**config.mk**
```make
export PLATFORM = sky130hd
export DESIGN_NAME = nes_cart_top
export DESIGN_NICKNAME = d
export VERILOG_FILES = /design/src/nes_cart_pkg.sv /design/src/cart_write_if.sv /design/src/ines_header_decode.sv /design/src/rom_load_fsm.sv /design/src/cart_write_port.sv /design/src/joypad_serializer.sv /design/src/reset_sequencer.sv /design/src/nes_cart_top.sv
export SDC_FILE = /design/constraint.sdc
export NUM_CORES = 1
export LEC_CHECK = 0
export CAP_MARGIN = 0
export CELL_PAD_IN_SITES_DETAIL_PLACEMENT = 1
export CELL_PAD_IN_SITES_GLOBAL_PLACEMENT = 1
export CORE_MARGIN = 1
export CORE_UTILIZATION = 45
export DETAILED_ROUTE_END_ITERATION = 10
export DONT_BUFFER_PORTS = 1
export PLACE_DENSITY_LB_ADDON = 0.1
export RECOVER_POWER = 25
export SLEW_MARGIN = 10
export SYNTH_ARGS = -nofsm -noshare
export SYNTH_HDL_FRONTEND = slang
export SYNTH_HIERARCHICAL = 1
export SYNTH_SLANG_ARGS = --single-unit
```
**constraint.sdc**
```tcl
create_clock -name clk -period 6.4 [get_ports clk]
set_clock_uncertainty 0.05 [all_clocks]
set_input_delay 1.6 -clock clk [delete_from_list [all_inputs] [get_ports clk]]
set_output_delay 1.6 -clock clk [all_outputs]
set_load 0.01 [all_outputs]
```
**src/nes_cart_pkg.sv**
```systemverilog
/*
 * NES cartridge loader definitions
 * iNES header constants, cartridge address map, mapper flag word and loader states
 */
`default_nettype none

package nes_cart_pkg;

	typedef logic [21:0] cart_addr_t;   // Byte address in cartridge memory
	typedef logic [7:0]  cart_byte_t;

	// Flag word handed to the console mapper logic
	typedef struct packed {
		logic [6:0] reserved;
		logic [7:0] submapper;      // iNES 2.0 byte 8, zero otherwise
		logic       four_screen;
		logic       has_chr_ram;
		logic       mirroring;
		logic [2:0] chr_size;       // log2 of 8 KiB pages
		logic [2:0] prg_size;       // log2 of 16 KiB pages
		logic [7:0] mapper;
	} mapper_flags_t;

	typedef enum logic [2:0] {
		load_header,
		load_prg,
		load_chr,
		load_done,
		load_error
	} load_state_t;

	// iNES header
	localparam int         INES_HDR_BYTES = 16;
	localparam cart_byte_t INES_MAGIC0    = 8'h4E;  // 'N'
	localparam cart_byte_t INES_MAGIC1    = 8'h45;  // 'E'
	localparam cart_byte_t INES_MAGIC2    = 8'h53;  // 'S'
	localparam cart_byte_t INES_MAGIC3    = 8'h1A;

	// PRG pages are 16 KiB, CHR pages 8 KiB
	localparam int PRG_PAGE_SHIFT = 14;
	localparam int CHR_PAGE_SHIFT = 13;

	// Cartridge memory map
	localparam cart_addr_t PRG_BASE = 22'h000000;
	localparam cart_addr_t CHR_BASE = 22'h200000;

	localparam logic [7:0] DL_RESET_COUNT = 8'd255;  // Settle cycles after a download

	// Four-player adapter signature, shifted out after the second pad
	localparam cart_byte_t MULTITAP_SIG_P1 = 8'h08;
	localparam cart_byte_t MULTITAP_SIG_P2 = 8'h04;
	localparam int         PAD_BITS        = 24;

endpackage

`default_nettype wire

```
**src/cart_write_if.sv**
```systemverilog
/*
 * Cartridge write channel
 * One byte write from the ROM loader to the memory write port
 */
`timescale 1ns/1ps
`default_nettype none

interface cart_write_if;
	import nes_cart_pkg::*;

	cart_addr_t addr;
	cart_byte_t data;
	logic       strobe;    // One-cycle request, only while busy is low
	logic       busy;      // A write is still in flight

	modport loader (output addr, output data, output strobe, input busy);
	modport port (input addr, input data, input strobe, output busy);

endinterface

`default_nettype wire

```
**src/ines_header_decode.sv**
```systemverilog
/*
 * iNES header decoder
 * Stores the 16 header bytes, checks the signature and builds the mapper flag word
 */
`timescale 1ns/1ps
`default_nettype none

module ines_header_decode (
	input  logic                        clk,
	input  logic                        reset,
	input  logic                        hdr_we,
	input  logic [3:0]                  hdr_index,
	input  nes_cart_pkg::cart_byte_t    hdr_byte,
	input  logic                        invert_mirroring,
	output logic                        hdr_valid,
	output nes_cart_pkg::cart_byte_t    prg_pages,
	output nes_cart_pkg::cart_byte_t    chr_pages,
	output nes_cart_pkg::mapper_flags_t flags
);
	import nes_cart_pkg::*;

	cart_byte_t hdr [INES_HDR_BYTES];
	logic       is_nes20;
	logic       is_dirty;

	// Ceiling of log2, count 0 treated as 1, saturating at 7
	function automatic logic [2:0] size_code(input cart_byte_t pages);
		logic [2:0] code;
		code = 3'd0;
		for (int i = 0; i < 7; i++) begin
			if (pages > (cart_byte_t'(1) << i))
				code = 3'(i + 1);
		end
		return code;
	endfunction

	always_ff @(posedge clk) begin
		if (reset) begin
			for (int i = 0; i < INES_HDR_BYTES; i++)
				hdr[i] <= '0;
		end else if (hdr_we) begin
			hdr[hdr_index] <= hdr_byte;
		end
	end

	// Trainers are not supported
	assign hdr_valid = (hdr[0] == INES_MAGIC0) && (hdr[1] == INES_MAGIC1) &&
		(hdr[2] == INES_MAGIC2) && (hdr[3] == INES_MAGIC3) && !hdr[6][2];

	assign prg_pages = hdr[4];
	assign chr_pages = hdr[5];

	assign is_nes20 = (hdr[7][3:2] == 2'b10);

	// Old dumps often carry junk in the tail of an iNES 1.0 header
	assign is_dirty = !is_nes20 && ((hdr[9][7:1] != '0) ||
		(|{hdr[10], hdr[11], hdr[12], hdr[13], hdr[14], hdr[15]}));

	always_comb begin
		flags.reserved    = '0;
		flags.submapper   = is_nes20 ? hdr[8] : 8'h00;
		flags.four_screen = hdr[6][3];
		flags.has_chr_ram = (chr_pages == '0);
		flags.mirroring   = hdr[6][0] ^ invert_mirroring;
		flags.chr_size    = size_code(chr_pages);
		flags.prg_size    = size_code(prg_pages);
		flags.mapper      = {is_dirty ? 4'h0 : hdr[7][7:4], hdr[6][7:4]};
	end

endmodule

`default_nettype wire

```
**src/rom_load_fsm.sv**
```systemverilog
/*
 * ROM loader FSM
 * Walks the iNES header, PRG and CHR sections of the download and
 * issues one cartridge write per accepted byte
 */
`timescale 1ns/1ps
`default_nettype none

module rom_load_fsm (
	input  logic                        clk,
	input  logic                        reset,
	input  logic                        dl_active,
	input  logic                        dl_valid,
	input  nes_cart_pkg::cart_byte_t    dl_data,
	input  logic                        invert_mirroring,
	cart_write_if.loader                wr,
	output logic                        busy,
	output logic                        done,
	output logic                        error,
	output nes_cart_pkg::mapper_flags_t mapper_flags
);
	import nes_cart_pkg::*;

	load_state_t   state;
	logic [3:0]    hdr_count;
	cart_addr_t    wr_addr;
	cart_addr_t    bytes_left;
	logic          in_rom;
	logic          take_byte;
	logic          finish;
	logic          hdr_valid;
	cart_byte_t    prg_pages;
	cart_byte_t    chr_pages;
	mapper_flags_t hdr_flags;

	ines_header_decode ines_header_decode_inst (
		.clk              (clk),
		.reset            (reset),
		.hdr_we           (take_byte && (state == load_header)),
		.hdr_index        (hdr_count),
		.hdr_byte         (dl_data),
		.invert_mirroring (invert_mirroring),
		.hdr_valid        (hdr_valid),
		.prg_pages        (prg_pages),
		.chr_pages        (chr_pages),
		.flags            (hdr_flags)
	);

	assign in_rom = (state == load_prg) || (state == load_chr);

	// A byte is only taken while the write port is free
	assign take_byte = dl_active && dl_valid && !wr.busy &&
		((state == load_header) || (in_rom && (bytes_left != '0)));

	// Section exhausted and nothing more to fetch
	assign finish = in_rom && (bytes_left == '0) &&
		!((state == load_prg) && (chr_pages != '0));

	assign wr.addr   = wr_addr;
	assign wr.data   = dl_data;
	assign wr.strobe = take_byte;

	always_ff @(posedge clk) begin
		if (reset) begin
			state      <= load_header;
			hdr_count  <= '0;
			wr_addr    <= '0;
			bytes_left <= '0;
			busy       <= 1'b0;
			done       <= 1'b0;
			error      <= 1'b0;
		end else begin
			case (state)
				load_header: if (take_byte) begin
					hdr_count <= hdr_count + 4'd1;
					wr_addr   <= wr_addr + cart_addr_t'(1);
					if (hdr_count == 4'(INES_HDR_BYTES - 1)) begin
						if (hdr_valid) begin
							state      <= load_prg;
							wr_addr    <= PRG_BASE;
							bytes_left <= cart_addr_t'(prg_pages) << PRG_PAGE_SHIFT;
							busy       <= 1'b1;
						end else begin
							state <= load_error;
							error <= 1'b1;
						end
					end
				end
				load_prg, load_chr: begin
					if (bytes_left != '0) begin
						if (take_byte) begin
							bytes_left <= bytes_left - cart_addr_t'(1);
							wr_addr    <= wr_addr + cart_addr_t'(1);
						end
					end else if (!finish) begin
						state      <= load_chr;     // CHR RAM carts skip this
						wr_addr    <= CHR_BASE;
						bytes_left <= cart_addr_t'(chr_pages) << CHR_PAGE_SHIFT;
					end else begin
						state <= load_done;
						done  <= 1'b1;
						busy  <= 1'b0;
					end
				end
				default: ;                          // Done and error hold until restart
			endcase
		end
	end

	always_ff @(posedge clk) begin
		if (finish)
			mapper_flags <= hdr_flags;
	end

endmodule

`default_nettype wire

```
**src/cart_write_port.sv**
```systemverilog
/*
 * Cartridge memory write port
 * Captures one loader write and completes it with a four-phase req/ack handshake
 */
`timescale 1ns/1ps
`default_nettype none

module cart_write_port (
	input  logic                     clk,
	input  logic                     reset,
	cart_write_if.port               wr,
	output logic                     mem_req,
	output nes_cart_pkg::cart_addr_t mem_addr,
	output nes_cart_pkg::cart_byte_t mem_data,
	input  logic                     mem_ack
);

	typedef enum logic [1:0] {
		port_idle,
		port_req,       // Request raised, waiting for ack
		port_release    // Request dropped, waiting for ack to fall
	} port_state_t;

	port_state_t state;

	always_ff @(posedge clk) begin
		if (reset) begin
			state   <= port_idle;
			mem_req <= 1'b0;
		end else begin
			case (state)
				port_idle: if (wr.strobe) state <= port_req;
				port_req: begin
					if (mem_ack) begin
						state   <= port_release;
						mem_req <= 1'b0;
					end else begin
						mem_req <= 1'b1;    // Address and data settled one cycle earlier
					end
				end
				port_release: if (!mem_ack) state <= port_idle;
				default: state <= port_idle;
			endcase
		end
	end

	always_ff @(posedge clk) begin
		if (wr.strobe && (state == port_idle)) begin
			mem_addr <= wr.addr;
			mem_data <= wr.data;
		end
	end

	assign wr.busy = (state != port_idle);

endmodule

`default_nettype wire

```
**src/joypad_serializer.sv**
```systemverilog
/*
 * Joypad serializer
 * Two NES controller shift registers with port swap and four-player adapter support
 */
`timescale 1ns/1ps
`default_nettype none

module joypad_serializer (
	input  logic       clk,
	input  logic       reset,
	input  logic [7:0] joy_a,
	input  logic [7:0] joy_b,
	input  logic [7:0] joy_c,
	input  logic [7:0] joy_d,
	input  logic       joy_swap,
	input  logic       multitap,
	input  logic       pad_strobe,
	input  logic [1:0] pad_clock,
	output logic [1:0] pad_data
);
	import nes_cart_pkg::*;

	logic [7:0]                nes_a;
	logic [7:0]                nes_b;
	logic [7:0]                nes_c;
	logic [7:0]                nes_d;
	logic [1:0][PAD_BITS-1:0] load_val;
	logic [1:0][PAD_BITS-1:0] pad_sr;
	logic [1:0]                clock_q;

	// Host order R,L,D,U,A,B,Sel,Start to NES shift order A,B,Sel,Start,U,D,L,R
	function automatic logic [7:0] nes_order(input logic [7:0] joy);
		return {joy[0], joy[1], joy[2], joy[3], joy[7], joy[6], joy[5], joy[4]};
	endfunction

	assign nes_a = nes_order(joy_a);
	assign nes_b = nes_order(joy_b);
	assign nes_c = nes_order(joy_c);
	assign nes_d = nes_order(joy_d);

	// Pads 3 and 4 and the adapter signature follow the first byte
	assign load_val[0] = {multitap ? {MULTITAP_SIG_P1, nes_c} : 16'h0000,
		joy_swap ? nes_b : nes_a};
	assign load_val[1] = {multitap ? {MULTITAP_SIG_P2, nes_d} : 16'h0000,
		joy_swap ? nes_a : nes_b};

	always_ff @(posedge clk) begin
		if (reset) begin
			pad_sr  <= '0;
			clock_q <= '0;
		end else begin
			for (int p = 0; p < 2; p++) begin
				if (pad_strobe)
					pad_sr[p] <= load_val[p];
				else if (clock_q[p] && !pad_clock[p])   // Falling pad clock
					pad_sr[p] <= {1'b0, pad_sr[p][PAD_BITS-1:1]};
			end
			clock_q <= pad_clock;
		end
	end

	assign pad_data = {pad_sr[1][0], pad_sr[0][0]};

endmodule

`default_nettype wire

```
**src/reset_sequencer.sv**
```systemverilog
/*
 * Console reset sequencer
 * Holds the console in reset until the first download, through each download
 * and its settle window, and while a load has failed
 */
`timescale 1ns/1ps
`default_nettype none

module reset_sequencer (
	input  logic clk,
	input  logic reset,
	input  logic dl_active,
	input  logic loader_busy,
	input  logic load_error,
	output logic nes_reset,
	output logic loader_reset
);
	import nes_cart_pkg::*;

	logic       init_released;
	logic       dl_active_q;
	logic [7:0] settle_cnt;

	always_ff @(posedge clk) begin
		if (reset) begin
			init_released <= 1'b0;
			dl_active_q   <= 1'b0;
			settle_cnt    <= '0;
		end else begin
			dl_active_q <= dl_active;
			if (dl_active)
				init_released <= 1'b1;
			if (dl_active)
				settle_cnt <= DL_RESET_COUNT;
			else if ((settle_cnt != '0) && !loader_busy && !load_error)
				settle_cnt <= settle_cnt - 8'd1;    // A failed load keeps the window open
		end
	end

	assign nes_reset = !init_released || dl_active || (settle_cnt != '0) || load_error;

	// Idle loader stays in reset, a download inside a settle window restarts it
	assign loader_reset = (settle_cnt == '0) ? !dl_active : (dl_active && !dl_active_q);

endmodule

`default_nettype wire

```
**src/nes_cart_top.sv**
```systemverilog
/*
 * NES cartridge front end
 * iNES loader with four-phase memory writes, console reset sequencing
 * and the two-port joypad serializer
 */
`timescale 1ns/1ps
`default_nettype none

module nes_cart_top (
	input  logic                        clk,
	input  logic                        reset,
	input  logic                        dl_active,
	input  logic                        dl_valid,
	input  nes_cart_pkg::cart_byte_t    dl_data,
	output logic                        dl_wait,
	input  logic                        invert_mirroring,
	output logic                        mem_req,
	output nes_cart_pkg::cart_addr_t    mem_addr,
	output nes_cart_pkg::cart_byte_t    mem_data,
	input  logic                        mem_ack,
	output logic                        load_busy,
	output logic                        load_done,
	output logic                        load_error,
	output nes_cart_pkg::mapper_flags_t mapper_flags,
	output logic                        nes_reset,
	input  logic [7:0]                  joy_a,
	input  logic [7:0]                  joy_b,
	input  logic [7:0]                  joy_c,
	input  logic [7:0]                  joy_d,
	input  logic                        joy_swap,
	input  logic                        multitap,
	input  logic                        pad_strobe,
	input  logic [1:0]                  pad_clock,
	output logic [1:0]                  pad_data
);

	logic loader_reset;

	cart_write_if wr_if ();

	reset_sequencer reset_sequencer_inst (
		.clk          (clk),
		.reset        (reset),
		.dl_active    (dl_active),
		.loader_busy  (load_busy),
		.load_error   (load_error),
		.nes_reset    (nes_reset),
		.loader_reset (loader_reset)
	);

	rom_load_fsm rom_load_fsm_inst (
		.clk              (clk),
		.reset            (loader_reset),
		.dl_active        (dl_active),
		.dl_valid         (dl_valid),
		.dl_data          (dl_data),
		.invert_mirroring (invert_mirroring),
		.wr               (wr_if.loader),
		.busy             (load_busy),
		.done             (load_done),
		.error            (load_error),
		.mapper_flags     (mapper_flags)
	);

	cart_write_port cart_write_port_inst (
		.clk      (clk),
		.reset    (reset),
		.wr       (wr_if.port),
		.mem_req  (mem_req),
		.mem_addr (mem_addr),
		.mem_data (mem_data),
		.mem_ack  (mem_ack)
	);

	// Downloader stalls for as long as a write is outstanding
	assign dl_wait = wr_if.busy;

	joypad_serializer joypad_serializer_inst (
		.clk        (clk),
		.reset      (reset),
		.joy_a      (joy_a),
		.joy_b      (joy_b),
		.joy_c      (joy_c),
		.joy_d      (joy_d),
		.joy_swap   (joy_swap),
		.multitap   (multitap),
		.pad_strobe (pad_strobe),
		.pad_clock  (pad_clock),
		.pad_data   (pad_data)
	);

endmodule

`default_nettype wire

```
==> run_results.csv <==
group,metric,value,unit
setup_path,reg2reg_slack,2.78,ns
setup_path,startpoint_type,"flop",
setup_path,crit_type,"reg2out",
clocking,cts_setup_buffers,0,
synth,avgSynthCellArea,11.5,sq um
sta,finalWorstSetupSlack,2.64,ns
synth,synth_common_cells,"edfxtp_1 (186), and2_1 (138), dfxtp_1 (108), nor2_1 (91), a21oi_1 (70)",
hold_path,whs_endpoint,"rom_load_fsm_inst/mapper_flags[1]$_DFFE_PP_",
detailed_routing,wl_per_cell,19.9,um
status,status,"finished clean",
synth,async_flop_share,0,
clocking,cts_buffers,34,
job,drv_cap,0,
finish,fill_cells,3022,
setup_path,slowest_delay,0.53,ns
setup_path,r2r_cells,10,
synth,synth_top_cell_by_area,"edfxtp_1",
place,numPortBuffers,0,
place,pre_cts_ws,2.44,ns
global_route,grt_usage,0.205,
clocking,root_buffer,"clkbuf_16",
finish,final_util,0.500,
place,gp_congestion,0.784,
sta,fin_setup_tns,0,ns
clocking,clk_latency,0.50,ns
synth,synth-warning-count,6,
detailed_routing,dr.first_iter.drc_count,613,
hold_path,worstHoldPathCells,0,
clocking,cts_tree,"done",
setup_path,critPathRequiredTime,4.75,ns
detailed_routing,drtAntennaViolNets,0,
finish,num-nets-final,1170,
floorplanning,rows,62,
synth,synth_cells,1140,
clocking,ctsHoldBuffers,0,
synth,synth_edf_count,186,
sta,fin_crit,3.76,ns
sta,period_share,0.587,
detailed_routing,drc,0,
power_and_ir_drop,ir_drop,193,uV
setup_path,worstPathCellList,"inv_1 -> ha_1 -> or3b_2 -> nor2_1 -> nand3_1",
setup_path,endpoint_kind,"output port",
place,dpl.hpwl,19400,um
sta,rsz0062_at_grt,"no",
setup_path,cp.arrival,2.11,ns
detailed_routing,viasPerCell,5.59,
synth,synth_seq_area_share,0.590,
floorplanning,die_h,173,um
setup_path,crit_path_max_fanout,7,
power_and_ir_drop,p_per_area,400,nW/um^2
sta,setup_violations,0,
floorplanning,num_io_pins,121,
sta,slew_violations,0,
synth,synth.area.top_cells,"edfxtp_1 (43%), dfxtp_1 (16%), and2_1 (6.6%), a21oi_1 (2.7%), nor2_1 (2.6%)",
floorplanning,start_util,0.458,
setup_path,rr_startpoint,"reset_sequencer_inst/settle_cnt[1]$_SDFFE_PP0P_",
global_route,grt.overflow.total,0,
sta,relSlewSlack,0.301,
sta,hold_violations,0,
clocking,clkTransAtPathRegs,0.06,ns
synth,synth-main-ff-cell,"edfxtp_1",
finish,diodes,0,
global_route,grt_pass1_vias,8853,
sta,max_slew.worst_pin.slew,1.05,ns
sta,holdWs,0.375,ns
floorplanning,core,28700,sq um
sta,max_clock_freq,0.266,GHz
finish,area_growth_syn_to_layout,9.19,%
clocking,ctsResizeCount,0,
synth,yosysMostFrequentCell,"edfxtp_1",
synth,syn_area,13100,sq um
hold_path,min_path_type,"reg2reg",
clocking,clock_path_buffers,3,
clocking,cts_max_level,2,
floorplanning,chipWidth,173,um
clocking,cts.sinks,294,
synth,synth_top_area_share,0.425,
detailed_routing,num_vias,8491,
detailed_routing,first_pass_iters,5,
finish,drive_above_1_share,0.101,
synth,ys_ff_latch,294,
synth,synth_cell_type_count,78,
power_and_ir_drop,p_leak,5.11,nW
global_route,antenna_found_initial,0,
floorplanning,dieArea,29900,sq um
setup_path,crit_path_top_delay_cell,"or3b_2",
global_route,grt_max_degree,73,
global_route,grt_first_pass_wirelength,48900,um
detailed_routing,finalWirelength,30200,um
## registers in the layout, summed over array words and instances, names as in the netlist, 2 cells and up
signal                                         cells
cart_write_port_inst/state                         2
rom_load_fsm_inst/bytes_left                      22
rom_load_fsm_inst/mapper_flags                    32
rom_load_fsm_inst/wr.addr                         22
reset_sequencer_inst/settle_cnt                    8
cart_write_port_inst/mem_data                      8
cart_write_port_inst/mem_addr                     22
joypad_serializer_inst/pad_sr                     37
rom_load_fsm_inst/ines_header_decode_inst/hdr    124
rom_load_fsm_inst/hdr_count                        4
rom_load_fsm_inst/state                            3
joypad_serializer_inst/clock_q                     2
joypad_serializer_inst/pad_data                    2
## final cells by class
class                      count  area, sq um  area share
sequential                   294         7750       0.540
multi-input combinational    764         4900       0.342
clock buffer                  44          940      0.0655
tap                          384          480      0.0335
clock inverter                14          174      0.0121
inverter                      14         52.6     0.00366
timing repair buffer           6         45.0     0.00314
## how the worst max path moves through the flow
stage | from | endpoint | slack [ns]
2_1_floorplan | dl_valid | cart_write_port_inst/mem_addr[0]$_DFFE_PP_ | 2.53
3_3_place_gp | dl_valid | flop | 2.57
3_5_place_dp | dl_valid | flop | 2.44
4_1_cts | reset_sequencer_inst/settle_cnt[1]$_SDFFE_PP0P_ | nes_reset | 2.59
5_1_grt | reset_sequencer_inst/settle_cnt[1]$_SDFFE_PP0P_ | flop | 2.50
6_report | reset_sequencer_inst/settle_cnt[1]$_SDFFE_PP0P_ | nes_reset | 2.64
## cell families after synthesis
group / Yosys count / synth area share
DFF: 294 / 0.590
and+or+nand+nor: 485 / 0.208
AOI/OAI and AO/OA: 172 / 0.0863
buffers and inverters: 88 / 0.0366
xor gates and xnor gates: 37 / 0.0247
muxes: 58 / 0.0499
other: 1 / 0.000285
adders and majority gates: 5 / 0.00476
## power breakdown
part	leakage, nW	switching (mW)	total, mW	internal, mW
clock	0.541	0.735	1.93	1.19
sequential	2.70	0.195	2.46	2.26
combinational	1.86	0.906	1.35	0.440
total	5.11	1.84	5.73	3.89
## routing by layer
metal | GRT usage | wire [um] | vias to the layer above
met5 | 0 | 0 | -
met4 | 0.0601 | 583 | 0
met3 | 0.0372 | 1460 | 47
met2 | 0.347 | 14700 | 207
met1 | 0.267 | 13500 | 4184
li1 | - | - | 4053
## layout by cell type (no fill, tap or decap), types with 9 or more instances in the layout
master,instances
a21oi_1,70
and2_0,11
and2_1,127
clkbuf_16,35
dfxtp_1,108
edfxtp_1,186
inv_1,14
mux2_2,27
mux2i_1,22
nand2_1,54
nand2b_1,9
nand3_1,23
nand4_1,24
nor2_1,90
nor3_1,34
nor4_1,23
o21a_1,33
o21ai_0,18
or2_2,12
or3_1,9
xnor2_1,20
xor2_1,17
## worst max-delay path: cells and delay by family, from the launching register on
| family | cells | cell delay, ns |
|---|---|---|
| AND/OR/NAND/NOR | 3 | 1.04 |
| flip-flops | 1 | 0.32 |
| adder cells (fa/ha/maj) | 1 | 0.15 |
| buffers and inverters | 1 | 0.10 |
## stage by stage
stage                     cell area [sq um]  power (mW)  instances
final                                 14300        5.73       1520
after global routing                  14300        6.02       1520
after CTS                             14400        5.80       1520
after detailed placement              13300        3.82       1462
after global placement                13300        3.80       1462
after floorplan                       13200        3.50       1146
(Power assumes the default switching activity.)
